==> config.mk <==
export PLATFORM = sky130hd
export DESIGN_NAME = execute_stage
export DESIGN_NICKNAME = d
export VERILOG_FILES = /design/src/rtl/core_pkg.sv /design/src/rtl/execute_stage.sv
export SDC_FILE = /design/constraint.sdc
export NUM_CORES = 1
export LEC_CHECK = 0
export BUFFER_PORTS_ARGS = -buffer_cell sky130_fd_sc_hd__clkbuf_2
export CORE_AREA = 2 2 221 223
export DETAILED_ROUTE_END_ITERATION = 8
export DIE_AREA = 0 0 223 225
export PLACE_DENSITY = 0.66
export SLEW_MARGIN = 30
export SYNTH_ARGS = -nofsm -noshare
export SYNTH_HDL_FRONTEND = slang
export SYNTH_SLANG_ARGS = --single-unit
==> constraint.sdc <==
create_clock -name clock -period 7.6 [get_ports clock]
set_clock_uncertainty 0.1 [all_clocks]
set_input_delay 1.52 -clock clock [delete_from_list [all_inputs] [get_ports clock]]
set_output_delay 1.52 -clock clock [all_outputs]
set_load 0.005 [all_outputs]
==> src/rtl/core_pkg.sv <==
package core_pkg;

	parameter int xlen = 64;

	typedef logic [xlen-1:0] addr_t;
	typedef logic [xlen-1:0] word_t;
	typedef logic [4:0] reg_idx_t;

	parameter logic [6:0] op_lui = 7'h37;
	parameter logic [6:0] op_imm = 7'h13;
	parameter logic [6:0] op_reg = 7'h33;
	parameter logic [6:0] op_trap = 7'h6b; // ends the run, code in x[rs1]

	typedef struct packed {
		logic [6:0] funct7;
		reg_idx_t rs2;
		reg_idx_t rs1;
		logic [2:0] funct3;
		reg_idx_t rd;
		logic [6:0] opcode;
	} r_fmt_t;

	typedef struct packed {
		logic [11:0] imm;
		reg_idx_t rs1;
		logic [2:0] funct3;
		reg_idx_t rd;
		logic [6:0] opcode;
	} i_fmt_t;

	typedef union packed {
		logic [31:0] raw; // lui takes raw[31:12]
		r_fmt_t r_fmt;
		i_fmt_t i_fmt;
	} insn_t;

	typedef enum logic [2:0] {
		alu_add,
		alu_sub,
		alu_and,
		alu_or,
		alu_xor,
		alu_pass_b
	} alu_op_t;

	typedef struct packed {
		logic valid;
		addr_t pc;
		insn_t insn;
		alu_op_t alu_op;
		word_t operand_a;
		word_t operand_b;
		reg_idx_t rd;
		logic we;
		logic is_trap;
	} ex_req_t;

	// write-back port and committed record share this layout
	typedef struct packed {
		logic valid;
		addr_t pc;
		insn_t insn;
		logic we;
		reg_idx_t rd;
		word_t data;
	} commit_t;

	typedef struct packed {
		logic valid;
		logic [7:0] code;
		logic [63:0] cycle_cnt;
		logic [63:0] instr_cnt;
	} trap_t;

endpackage

==> src/rtl/execute_stage.sv <==
`timescale 1ns/1ps

module execute_stage (
	input logic clock,
	input logic reset,
	input core_pkg::ex_req_t ex_req,
	output core_pkg::commit_t ex_fwd,
	output core_pkg::commit_t wb,
	output logic wb_is_trap
);
	import core_pkg::*;

	word_t result;

	always_comb begin
		case (ex_req.alu_op)
			alu_add: result = ex_req.operand_a + ex_req.operand_b;
			alu_sub: result = ex_req.operand_a - ex_req.operand_b;
			alu_and: result = ex_req.operand_a & ex_req.operand_b;
			alu_or: result = ex_req.operand_a | ex_req.operand_b;
			alu_xor: result = ex_req.operand_a ^ ex_req.operand_b;
			alu_pass_b: result = ex_req.operand_b;
			default: result = '0;
		endcase
		if (ex_req.is_trap)
			result = ex_req.operand_a; // carries x[rs1] to the trap code
	end

	always_comb begin
		ex_fwd.valid = ex_req.valid;
		ex_fwd.pc = ex_req.pc;
		ex_fwd.insn = ex_req.insn;
		ex_fwd.we = ex_req.we;
		ex_fwd.rd = ex_req.rd;
		ex_fwd.data = (ex_req.we && ex_req.rd == 5'd0) ? '0 : result; // x0 stays zero
	end

	always_ff @(posedge clock) begin
		if (reset) begin
			wb.valid <= 1'b0;
			wb_is_trap <= 1'b0;
		end else begin
			wb <= ex_fwd;
			wb_is_trap <= ex_req.valid && ex_req.is_trap;
		end
	end

endmodule

======== After elaboration in Yosys (flattened, before gate mapping) ========
Index checks and enable logic that the tools add are counted.
word-level totals
  register bits ........................... 168
  latch bits .............................. 0
  bits in writable memories ............... 0
  bits in read-only memories .............. 0
  bits of input ports ..................... 237
  output and inout port bits .............. 335
  word-level logic and storage cells ...... 24
  memories ................................ 0
operators by class
  $add $sub $neg .......................... 2
  multipliers ............................. 0
  divide/modulo/power cells ............... 0
  magnitude comparators ................... 0
  equal/unequal tests ..................... 5
  shift-type cells ........................ 0
  mux-type cells .......................... 3
  bitwise operators ....................... 3
  reduce and logical (&&, ||, !) cells .... 4
operators by type and width
  cell                                                             count
  64-bit one-hot mux with 6 select lines                           1
  64-bit two-way mux                                               2
  64-bit adder                                                     1
  64-bit AND                                                       1
  64-bit bitwise OR                                                1
  64-bit subtractor                                                1
  64-bit bitwise XOR                                               1
  3-bit by 2-bit == test with 1-bit output, second input constant  2
  3-bit == test, second input constant                             2
  5-bit logical NOT                                                1
  3-bit by 1-bit == test with 1-bit output, second input constant  1
  3-bit logical NOT                                                1
  1-bit logical AND                                                2

======== Logic depth before layout (Yosys ltp) ========
Gate-level depths: netlist (run 1).
  depth in word-level cells ............... 4
  depth in mapped cells ................... 22
  mapped depth without buffers ............ 21

======== Worst setup path after synthesis (run 1) ========
Ideal clock, no wire load.
  path kind ............................... input-to-output
  start point ............................. input port ex_req[11] in the netlist's numbering
  end point ............................... output port ex_fwd[58] in the netlist's numbering
  arrival ................................. 5679 ps
  required time ........................... 5980 ps
  setup slack ............................. 301 ps
  stages on the path ...................... 20
  buffers on the path ..................... 1
  cells stage by stage .................... inv_2 > nand4_4 > nor4_4 > nand4_2 > or4_4 > or3_4 > nor4_4 > nand2_2 > o31ai_2 > xnor2_1 > ha_1 > clkbuf_1 > a21oi_1 > o21ai_0 > nand4b_1 > o21a_1 > a221oi_1 > xnor2_1 > nand2_1 > a221oi_1
RTL lines
  item         RTL line            RTL
  from (decl)  execute_stage.sv:6  input core_pkg::ex_req_t ex_req,
  to (decl)    execute_stage.sv:7  output core_pkg::commit_t ex_fwd,

==> qor.csv, run 1 <==
stage;metric;value;unit
run_status;status;finished with violations;
run_status;failed_checks;negative setup slack;
power_and_ir_drop;p_seq_share;31.7;%
timing;finalHoldViolations;0;
logic_synthesis;ys_async_sr_fraction;0;%
clocking;cts_sinks;168;
floorplan;design.die.area;0.05018;mm^2
worst_hold_path;hold_depth;1;
worst_setup_path;slowest_delay;0.45;ns
floorplan;rows;80;
logic_synthesis;netlist.area_leader.share;31.85;%
worst_setup_path;start_kind;input pin;
place;post-place-ws;-0.4363;ns
clocking;numCtsBuffers;17;
floorplan;core_area;0.04755;mm^2
power_and_ir_drop;power.share.clock;26.4;%
run;drv_cap;0;
global_route;busiest_layer;met2;
drt;avgViaCountPerCell;5.425;
clocking;htreeDepth;4;
worst_setup_path;end_kind;primary output;
logic_synthesis;netlist_area;0.01565;mm^2
timing;clock.fmax;0.1288;GHz
global_route;grt-ovfl-total;0;
clocking;ctsLongestPathBuffers;2;
power_and_ir_drop;powerDensity;162.9;mW/mm^2
drt;ant_nets;0;
floorplan;start_util;32.92;%
logic_synthesis;yosysWarningCount;0;
logic_synthesis;synth_top_cells_by_area;edfxtp_1 (32%), ha_1 (15%), xnor2_1 (5.4%);
power_and_ir_drop;internal_power;2.252;mW
timing;fin_crit;7.766;ns
floorplan;io_pins;572;
logic_synthesis;syn_nets;2161;
clocking;clk_pin_slew_worst_paths;0.08;ns
clocking;cts_tree;done;
logic_synthesis;synthCells;1731;
timing;fin_ws;-0.1657;ns
place;place_area;0.02036;mm^2
place;port_buffers;571;
drt;drtPass1Iterations;5;
power_and_ir_drop;p_switching;1.361;mW
place;place_inst;3018;
timing;finalMaxSlewViolations;0;
power_and_ir_drop;fin_total_pwr;3.614;mW
power_and_ir_drop;power_frac_comb;41.9;%
logic_synthesis;ys_seq_elements;168;
timing;worstMarginPinSlew;0.9567;ns
logic_synthesis;synth_edf_count;166;
global_route;globalRouteMet2Util;47.59;%
global_route;grt_pass1_wl;103.0;mm
drt;wl_per_cell;23.40;um
worst_hold_path;hp-class;input pin to flop;
finish;final_cells;3079;
worst_setup_path;required;5.98;ns
global_route;grt_pass1_vias;16621;
drt;post-route-drc-count;0;
global_route;use_met3;5.776;%
place;gp_congestion;0.9341;
floorplan;die_h;225;um
place;hpwlAfterDp;57.00;mm
clocking;clockRootBuffer;clkbuf_16;
worst_setup_path;crit_type;input pin to primary output;
power_and_ir_drop;switching_share;37.67;%
worst_setup_path;crit_path_max_fanout;4;
finish;drive_above_1_share;43.61;%
timing;max_slew_margin;35.99;%
global_route;antenna_found_initial;7;
drt;wirelength;72.05;mm
global_route;grt_max_degree;84;
drt;drt-initial-drc-count;1171;
timing;rsz0062_at_grt;true;
timing;report.final.setup_viol;18;
logic_synthesis;ys.flop_type;edfxtp_1;
logic_synthesis;seq_area_frac_synth;32.10;%
finish;fin_nets;2875;
logic_synthesis;avgSynthCellArea;9.042;um^2
floorplan;chipWidth;223;um
clocking;cts_hold_buf;0;
power_and_ir_drop;p_leak;10.66;nW
power_and_ir_drop;vdd_ir_drop_max;0.1444;mV
logic_synthesis;synth.distinct_cells;73;
logic_synthesis;synth_area_leader_cell;edfxtp_1;
drt;vias;16705;
finish;syn_to_final_growth;41.71;%
worst_setup_path;critPathSlowestCell;or4_4;
timing;fin_crit_sh;102.2;%
worst_setup_path;arrival;6.15;ns
global_route;track_usage;27.63;%
finish;finalInstanceArea;0.02218;mm^2
worst_hold_path;min_from;ex_req[227];
timing;worst_hold_slack;1.115;ns
global_route;met1_usage;33.57;%
worst_hold_path;whs_endpoint;wb[159];
==> per-layer routing <==
metal | part of all wire (%) | vias to the layer above
met3 | 6.5 | 130
met4 | 3.8 | 2
met1 | 41 | 8184
met2 | 49 | 727
li1 | - | 7662
met5 | 0.018 | -
==> synthesized netlist by cell type (all sizes together) (15+ instances only) <==
master,n
a211oi,31
a21o,30
a21oi,142
a221oi,20
a22oi,20
a31oi,24
buf,114
clkbuf,69
edfxtp,166
ha,192
inv,160
mux2i,51
nand2,108
nand3,22
nand4,32
nor2,81
nor3,20
o21ai,120
o22ai,41
o31ai,15
xnor2,97
xor2,20
==> power groups by stage <==
stage / sequential (mW) / combinational (mW) / clock (mW)
after floorplan: 1.18 / 0.671 / 0
after global placement: 1.16 / 1.34 / 0
after detailed placement: 1.16 / 1.35 / 0
after CTS: 1.15 / 1.43 / 0.981
after global routing: 1.15 / 1.63 / 1.00
final: 1.15 / 1.52 / 0.953
==> critical path: cells and delay by family <==
kind / cells / cell delay, ns
compound gates: 6 / 1.30
fa+ha+maj: 1 / 0.32
simple gates: 10 / 1.93
buf+inv: 6 / 0.81
xor+xnor: 2 / 0.25
==> sequential cells by signal, summed over array words and instances (netlist names) <==
name	count
wb	167
wb_is_trap	1
==> logic make-up (layout without fill, tap and decap cells) <==
group,after synthesis,in the layout,share of synthesized area (%)
buf+inv,343,1070,10.70
fa+ha+maj,193,193,15.48
mux,51,51,3.261
flops,168,168,32.10
simple gates,331,331,10.43
xor+xnor,117,117,6.547
other cells,0,6,0
compound gates,528,528,21.48
==> placed cells by master (no fill, tap or decap), types with 20 or more instances in the layout <==
| master | n |
|---|---|
| mux2i_1 | 51 |
| edfxtp_1 | 166 |
| clkbuf_2 | 547 |
| ha_1 | 187 |
| a21oi_2 | 21 |
| a22oi_1 | 20 |
| a31oi_1 | 21 |
| buf_6 | 26 |
| nor2_1 | 74 |
| buf_4 | 293 |
| a21oi_1 | 116 |
| nand2_1 | 103 |
| nand4_1 | 30 |
| xnor2_1 | 90 |
| a211oi_1 | 23 |
| a21o_1 | 30 |
| o21ai_1 | 20 |
| o21ai_0 | 86 |
| o22ai_1 | 41 |
| inv_1 | 148 |
==> final cells by class <==
class | count | area, um^2
timing repair buffer | 878 | 5290
clock buffer | 17 | 425.4
fill | 4607 | 25360
antenna | 6 | 15.01
inverter | 160 | 613.1
multi-input combinational | 1220 | 9832
tap | 615 | 769.5
sequential | 168 | 5025
clock inverter | 15 | 211.5
==> worst max path at each step <==
| stage | from | to | slack [ns] | depth (start not counted) |
|---|---|---|---|---|
| global route | ex_req[13] | ex_fwd[58] | -0.36 | 24 |
| global placement | ex_req[10] | ex_fwd[40] | -0.48 | 21 |
| CTS | ex_req[11] | ex_fwd[58] | -0.18 | 24 |
| finish | ex_req[10] | ex_fwd[56] | -0.17 | 25 |
| detailed placement | ex_req[11] | ex_fwd[58] | -0.44 | 24 |
| floorplan | ex_req[11] | ex_fwd[58] | 0.30 | 20 |
==> through the flow <==
stage	setup TNS [ns]	util, %
CTS	-1.331	45.36
finish	-0.9258	46.65
global placement	-6.231	42.81
global route	-5.544	46.65
floorplan	0	-
detailed placement	-7.819	42.81
==> what timing repair did <==
item                       4_1_cts  5_1_grt
setup buffers                   13       15
cloned                           0        0
gates resized for setup        122      132
setup endpoints to repair       28       34
pin swaps                       55       74
No activity file was read; power rests on OpenSTA's default activity.
==> run 2: changes to the inputs <==
- CTS_BUF_LIST: not set -> sky130_fd_sc_hd__clkbuf_4 sky130_fd_sc_hd__clkbuf_8
- SKIP_CTS_REPAIR_TIMING: not set -> 1
==> run 2 against run 1 <==
Compared with the run above:
- the run still ends with negative setup slack left
- combinational power barely moved
- first-iteration DRC count fell by 8.5%
- total power fell by 6.8%
- non-clock buffer count fell by 6
- largest cell class unchanged
- largest power group unchanged
- highest routed layer unchanged
==> qor.csv, run 2 (same netlist as run 1, synthesis figures left out) <==
stage;metric;value;unit;change
run_status;status;finished with violations;;
run_status;failed_checks;negative setup slack;;
finish;syn_to_final_growth;39.26;%;
timing;finalHoldViolations;0;;unchanged
floorplan;core_area;0.04755;mm^2;unchanged
worst_setup_path;required;5.98;ns;about the same
place;place_area;0.02036;mm^2;unchanged
worst_hold_path;hold_depth;1;;unchanged
finish;reg_top3;wb: 167 flops, wb_is_trap: 1 flops;;
floorplan;die_h;225;um;unchanged
timing;rsz0062_at_grt;true;;
clocking;clk_pin_slew_worst_paths;0.12;ns;+0.04 ns
finish;largest_reg_flops;167;;unchanged
clocking;htreeDepth;4;;unchanged
drt;post-route-drc-count;0;;unchanged
timing;clock.fmax;0.1282;GHz;-0.42%
drt;wl_per_cell;23.33;um;-0.28%
floorplan;chipWidth;223;um;unchanged
timing;report.final.setup_viol;21;;+3
power_and_ir_drop;fin_total_pwr;3.367;mW;-6.8%
worst_hold_path;hp-class;input pin to flop;;
global_route;track_usage;27.24;%;-0.38 points
drt;vias;16600;;-0.63%
timing;fin_crit_sh;102.6;%;+0.44 points
floorplan;rows;80;;unchanged
place;hpwlAfterDp;57.00;mm;unchanged
place;gp_congestion;0.9341;;unchanged
floorplan;start_util;32.92;%;unchanged
drt;avgViaCountPerCell;5.402;;-0.43%
timing;fin_ws;-0.1988;ns;-0.03310 ns
floorplan;design.die.area;0.05018;mm^2;unchanged
finish;layout_common_cells;clkbuf_2 (553), buf_4 (291), ha_1 (188), edfxtp_1 (166), inv_1 (150);;
worst_setup_path;crit_path_max_fanout;5;;+1
finish;top_register;wb;;
finish;fin_nets;2869;;-0.21%
drt;drt-initial-drc-count;1072;;-8.5%
global_route;antenna_found_initial;7;;unchanged
power_and_ir_drop;vdd_ir_drop_max;0.1079;mV;-25%
worst_setup_path;crit_start;ex_req[13];;
timing;finalMaxSlewViolations;0;;unchanged
drt;wirelength;71.70;mm;-0.48%
clocking;ctsLongestPathBuffers;2;;unchanged
worst_setup_path;end_kind;primary output;;
worst_setup_path;crit_end;ex_fwd[56];;
global_route;grt_pass1_wl;101.4;mm;-1.5%
floorplan;io_pins;572;;unchanged
finish;finalInstanceArea;0.02180;mm^2;-1.7%
place;port_buffers;571;;unchanged
finish;layout_commonest_cell;clkbuf_2;;
clocking;clockRootBuffer;clkbuf_8;;
drt;drtPass1Iterations;7;;+2
timing;fin_crit;7.799;ns;+0.03310 ns
worst_setup_path;arrival;6.18;ns;+0.03 ns
power_and_ir_drop;p_leak;10.50;nW;-1.5%
global_route;grt_max_degree;84;;unchanged
global_route;grt-ovfl-total;0;;unchanged
run;drv_cap;0;;unchanged
finish;drive_above_1_share;42.94;%;-0.67 points
power_and_ir_drop;powerDensity;154.5;mW/mm^2;-5.2%
global_route;grt_pass1_vias;16348;;-1.6%
clocking;cts_tree;done;;
drt;ant_nets;0;;unchanged
timing;tns;-1.878;ns;-0.9520 ns
clocking;cts_sinks;168;;unchanged
worst_setup_path;crit_type;input pin to primary output;;
timing;max_slew_margin;36.58;%;+0.59 points
timing;worstMarginPinSlew;0.9478;ns;-0.008838 ns
worst_setup_path;start_kind;input pin;;
clocking;numCtsBuffers;17;;unchanged
==> run 2: cell count changes in the layout (fill, tap and decap cells not counted), moves of 6 or more <==
| cell | delta |
|---|---|
| clkbuf_8 | +17 |
| o21ai_0 | +6 |
| clkbuf_2 | +6 |
| buf_6 | -11 |
| a21oi_1 | +6 |
| clkbuf_16 | -17 |
| a21oi_2 | -6 |
==> run 2: per-stage QoR <==
stage	std cells	util (%)	setup WS, ns	hold WS [ns]
floorplan	1731	-	0.3015	1.499
CTS	3050	43.75	-0.4472	0.9740
finish	3073	45.84	-0.1988	1.026
global route	3073	45.84	-0.4335	1.002
global placement	3018	42.81	-0.4818	1.612
detailed placement	3018	42.81	-0.4363	1.614
==> run 2: how the worst min path moves through the flow <==
stage,startpoint,to,slack (ns)
floorplan,reset,wb[166],1.50
global placement,ex_req[153],wb[85],1.61
detailed placement,ex_req[164],wb[96],1.61
CTS,ex_req[227],wb[159],0.97
global route,ex_req[206],wb[138],1.00
finish,ex_req[206],wb[138],1.03
==> run 2: power by group <==
| group | internal, mW | total, mW | switching, mW |
|---|---|---|---|
| Clock | 0.265 | 0.729 | 0.465 |
| Combinational | 0.664 | 1.49 | 0.828 |
| Sequential | 1.12 | 1.14 | 0.0272 |
==> run 2: cell type report <==
| cell class | count | area, um^2 |
|---|---|---|
| multi-input combinational | 1220 | 9733 |
| clock inverter | 15 | 211.5 |
| antenna | 6 | 15.01 |
| inverter | 160 | 613.1 |
| fill | 4632 | 25750 |
| clock buffer | 17 | 234.0 |
| sequential | 168 | 5025 |
| tap | 615 | 769.5 |
| timing repair buffer | 872 | 5196 |
==> run 2: worst max-delay path, stage by stage <==
cell	delay [ns]
clkbuf_2	0.09
inv_2	0.08
nand4_4	0.10
nor4_4	0.29
buf_4	0.19
nand4_4	0.13
or4_4	0.45
or3_4	0.38
nor4_4	0.16
buf_6	0.17
a41oi_2	0.14
xnor2_1	0.20
ha_2	0.35
a21oi_4	0.21
o21bai_1	0.10
a21oi_1	0.14
nor2_1	0.07
a211o_1	0.31
a21oi_4	0.17
o31a_1	0.23
o311ai_2	0.14
xnor2_1	0.18
o21ai_1	0.20
buf_2	0.19
==> run 2: per-layer routing <==
| metal | up-vias | share of wire [%] | track usage (%) |
|---|---|---|---|
| li1 | 7654 | - | - |
| met1 | 8182 | 41 | 33.15 |
| met2 | 656 | 49 | 47.05 |
| met3 | 106 | 6.3 | 5.359 |
| met4 | 2 | 3.4 | 11.39 |
| met5 | - | 0.018 | 0 |
==> run 3: changes to the inputs <==
- CELL_PAD_IN_SITES_DETAIL_PLACEMENT: not set -> 0
- CELL_PAD_IN_SITES_GLOBAL_PLACEMENT: not set -> 1
- CORE_AREA: 2 2 221 223 -> 2 2 225 227
- DIE_AREA: 0 0 223 225 -> 0 0 227 229
- PLACE_DENSITY: 0.66 -> 0.8
==> run 3 against run 2 <==
Compared with the run above:
- the run still ends with negative setup slack left
- sequential share of layout area is 0.20 points lower
- final area increased by 0.90%
- setup slack worse by 0.25 ns
- final cell count is 2.2% higher
- sequential power barely moved
- largest cell class unchanged
==> qor.csv, run 3 (same netlist as run 1, synthesis figures left out) <==
stage;metric;value;unit;change
worst_setup_path;required;5.98;ns;about the same
drt;wl_per_cell;23.53;um;+0.83%
worst_setup_path;crit_type;input pin to primary output;;
worst_setup_path;crit_chain;clkbuf_2 > inv_2 > nand4_4 > nor4_4 > nand4_2 > or4_4 > buf_4 > buf_6 > buf_6 > o21ai_2 > xnor2_1 > ha_1 > nand4_1 > buf_4 > or4_4 > o221a_4 > o21a_4 > o41ai_4 > a21oi_2 > xor2_1 > o41ai_2 > buf_4 > buf_6;;
global_route;track_usage;27.02;%;-0.22 points
worst_setup_path;cp_top_family;simple AND/OR/NAND/NOR gates;;
finish;drive_above_1_share;43.71;%;+0.76 points
drt;wirelength;73.88;mm;+3.0%
power_and_ir_drop;fin_total_pwr;3.385;mW;+0.54%
drt;vias;16675;;+0.45%
worst_setup_path;start_kind;input pin;;
finish;largest_reg_flops;167;;unchanged
power_and_ir_drop;power_frac_comb;45.0;%;+0.7 points
worst_setup_path;critPathSlowestCell;or4_4;;
run_status;failed_checks;negative setup slack;;
finish;layout_common_cells;clkbuf_2 (553), buf_4 (299), ha_1 (187), edfxtp_1 (166), inv_1 (153);;
drt;drtPass1Iterations;5;;-2
power_and_ir_drop;internal_power;2.048;mW;about the same
clocking;clk_pin_slew_worst_paths;0.12;ns;about the same
global_route;use_met3;5.529;%;+0.17 points
timing;report.final.setup_viol;24;;+14%
timing;rsz0062_at_grt;true;;
finish;syn_to_final_growth;40.50;%;
drt;ant_nets;0;;unchanged
clocking;cts_tree;done;;
power_and_ir_drop;p_leak;10.57;nW;+0.62%
global_route;grt_max_degree;99;;+18%
finish;reg_top3;wb: 167 flops, wb_is_trap: 1 flops;;
global_route;grt_pass1_vias;16225;;-0.75%
timing;tns;-4.335;ns;-2.457 ns
clocking;ctsLongestPathBuffers;2;;unchanged
timing;finalMaxSlewViolations;0;;unchanged
global_route;grt-ovfl-total;0;;unchanged
worst_setup_path;slowest_delay;0.47;ns;+0.02 ns
power_and_ir_drop;switching_share;39.49;%;+0.27 points
timing;worstMarginPinSlew;0.9543;ns;+0.006423 ns
clocking;htreeDepth;4;;unchanged
place;gp_congestion;0.9699;;+3.8%
worst_setup_path;crit_buf_inv;8;;+3
clocking;cts_sinks;168;;unchanged
global_route;met1_usage;34.00;%;+0.85 points
global_route;busiest_layer;met2;;
worst_setup_path;crit_path_max_fanout;2;;-3
timing;max_slew_margin;36.38;%;-0.19 points
finish;layout_commonest_cell;clkbuf_2;;
power_and_ir_drop;power.share.clock;20.9;%;-0.8 points
floorplan;core_area;0.04966;mm^2;+4.4%
place;hpwlAfterDp;58.33;mm;+2.3%
worst_hold_path;hp-class;input pin to flop;;
floorplan;die_h;229;um;+1.8%
clocking;numCtsBuffers;17;;unchanged
global_route;antenna_found_initial;6;;-1
drt;post-route-drc-count;0;;unchanged
drt;drt-initial-drc-count;1207;;+13%
power_and_ir_drop;p_switching;1.337;mW;+1.2%
floorplan;start_util;31.52;%;-1.4 points
finish;fin_nets;2881;;+0.42%
global_route;globalRouteMet2Util;44.81;%;-2.2 points
global_route;grt_pass1_wl;102.9;mm;+1.5%
timing;finalHoldViolations;0;;unchanged
worst_setup_path;end_kind;primary output;;
power_and_ir_drop;powerDensity;153.9;mW/mm^2;-0.35%
timing;fin_crit_sh;105.8;%;+3.2 points
power_and_ir_drop;vdd_ir_drop_max;0.1066;mV;-1.2%
timing;fin_ws;-0.4443;ns;-0.2455 ns
floorplan;design.die.area;0.05198;mm^2;+3.6%
floorplan;rows;82;;+2.5%
worst_setup_path;arrival;6.42;ns;+0.24 ns
run;drv_cap;0;;unchanged
place;port_buffers;571;;unchanged
finish;top_register;wb;;
floorplan;io_pins;572;;unchanged
power_and_ir_drop;p_seq_share;34.0;%;about the same
timing;fin_crit;8.044;ns;+0.2455 ns
finish;final_util;44.29;%;-1.6 points
drt;avgViaCountPerCell;5.311;;-1.7%
run_status;status;finished with violations;;
timing;clock.fmax;0.1243;GHz;-3.1%
finish;fillers;4951;;+6.9%
clocking;clockRootBuffer;clkbuf_8;;
floorplan;chipWidth;227;um;+1.8%
run 3: cell type report:
cell class	count	area, um^2	area share [%]
clock buffers	17	234.0	1.064
repair buffers	884	5313	24.16
inverters	160	615.6	2.799
diodes	4	10.01	0.04551
multi-input cells	1220	9784	44.49
clock inverters	15	170.2	0.7737
flip-flops and latches	168	5025	22.85
well taps	672	840.8	3.823
run 3: metal layers:
layer / share of wire, % / vias to the layer above / wire, um
li1: - / 7669 / -
met1: 42 / 8174 / 30790
met2: 47 / 686 / 34780
met3: 7.0 / 144 / 5157
met4: 4.2 / 2 / 3138
met5: 0.019 / - / 14
run 3: per-stage QoR:
stage	setup slack [ns]	hold WS, ns	std cells	instance area (um^2)
6_report	-0.4443	1.030	3140	21990
3_5_place_dp	-0.6349	1.614	3069	20380
3_3_place_gp	-0.6467	1.611	3069	20380
5_1_grt	-0.5815	0.9983	3138	21990
2_1_floorplan	0.3015	1.499	1731	15650
4_1_cts	-0.6866	0.9763	3101	20790
run 3: worst paths after layout:
path | from | end | slack (ns) | cells past startpoint
worst min-delay path | ex_req[207] | wb[139] | 1.03 | 1
worst max-delay path | ex_req[13] | ex_fwd[40] | -0.44 | 23
run 3: power groups by stage:
stage / combinational [mW] / sequential (mW) / clock [mW]
3_3_place_gp: 1.34 / 1.17 / 0
2_1_floorplan: 0.671 / 1.18 / 0
6_report: 1.52 / 1.15 / 0.709
5_1_grt: 1.64 / 1.16 / 0.748
4_1_cts: 1.36 / 1.15 / 0.729
3_5_place_dp: 1.35 / 1.17 / 0
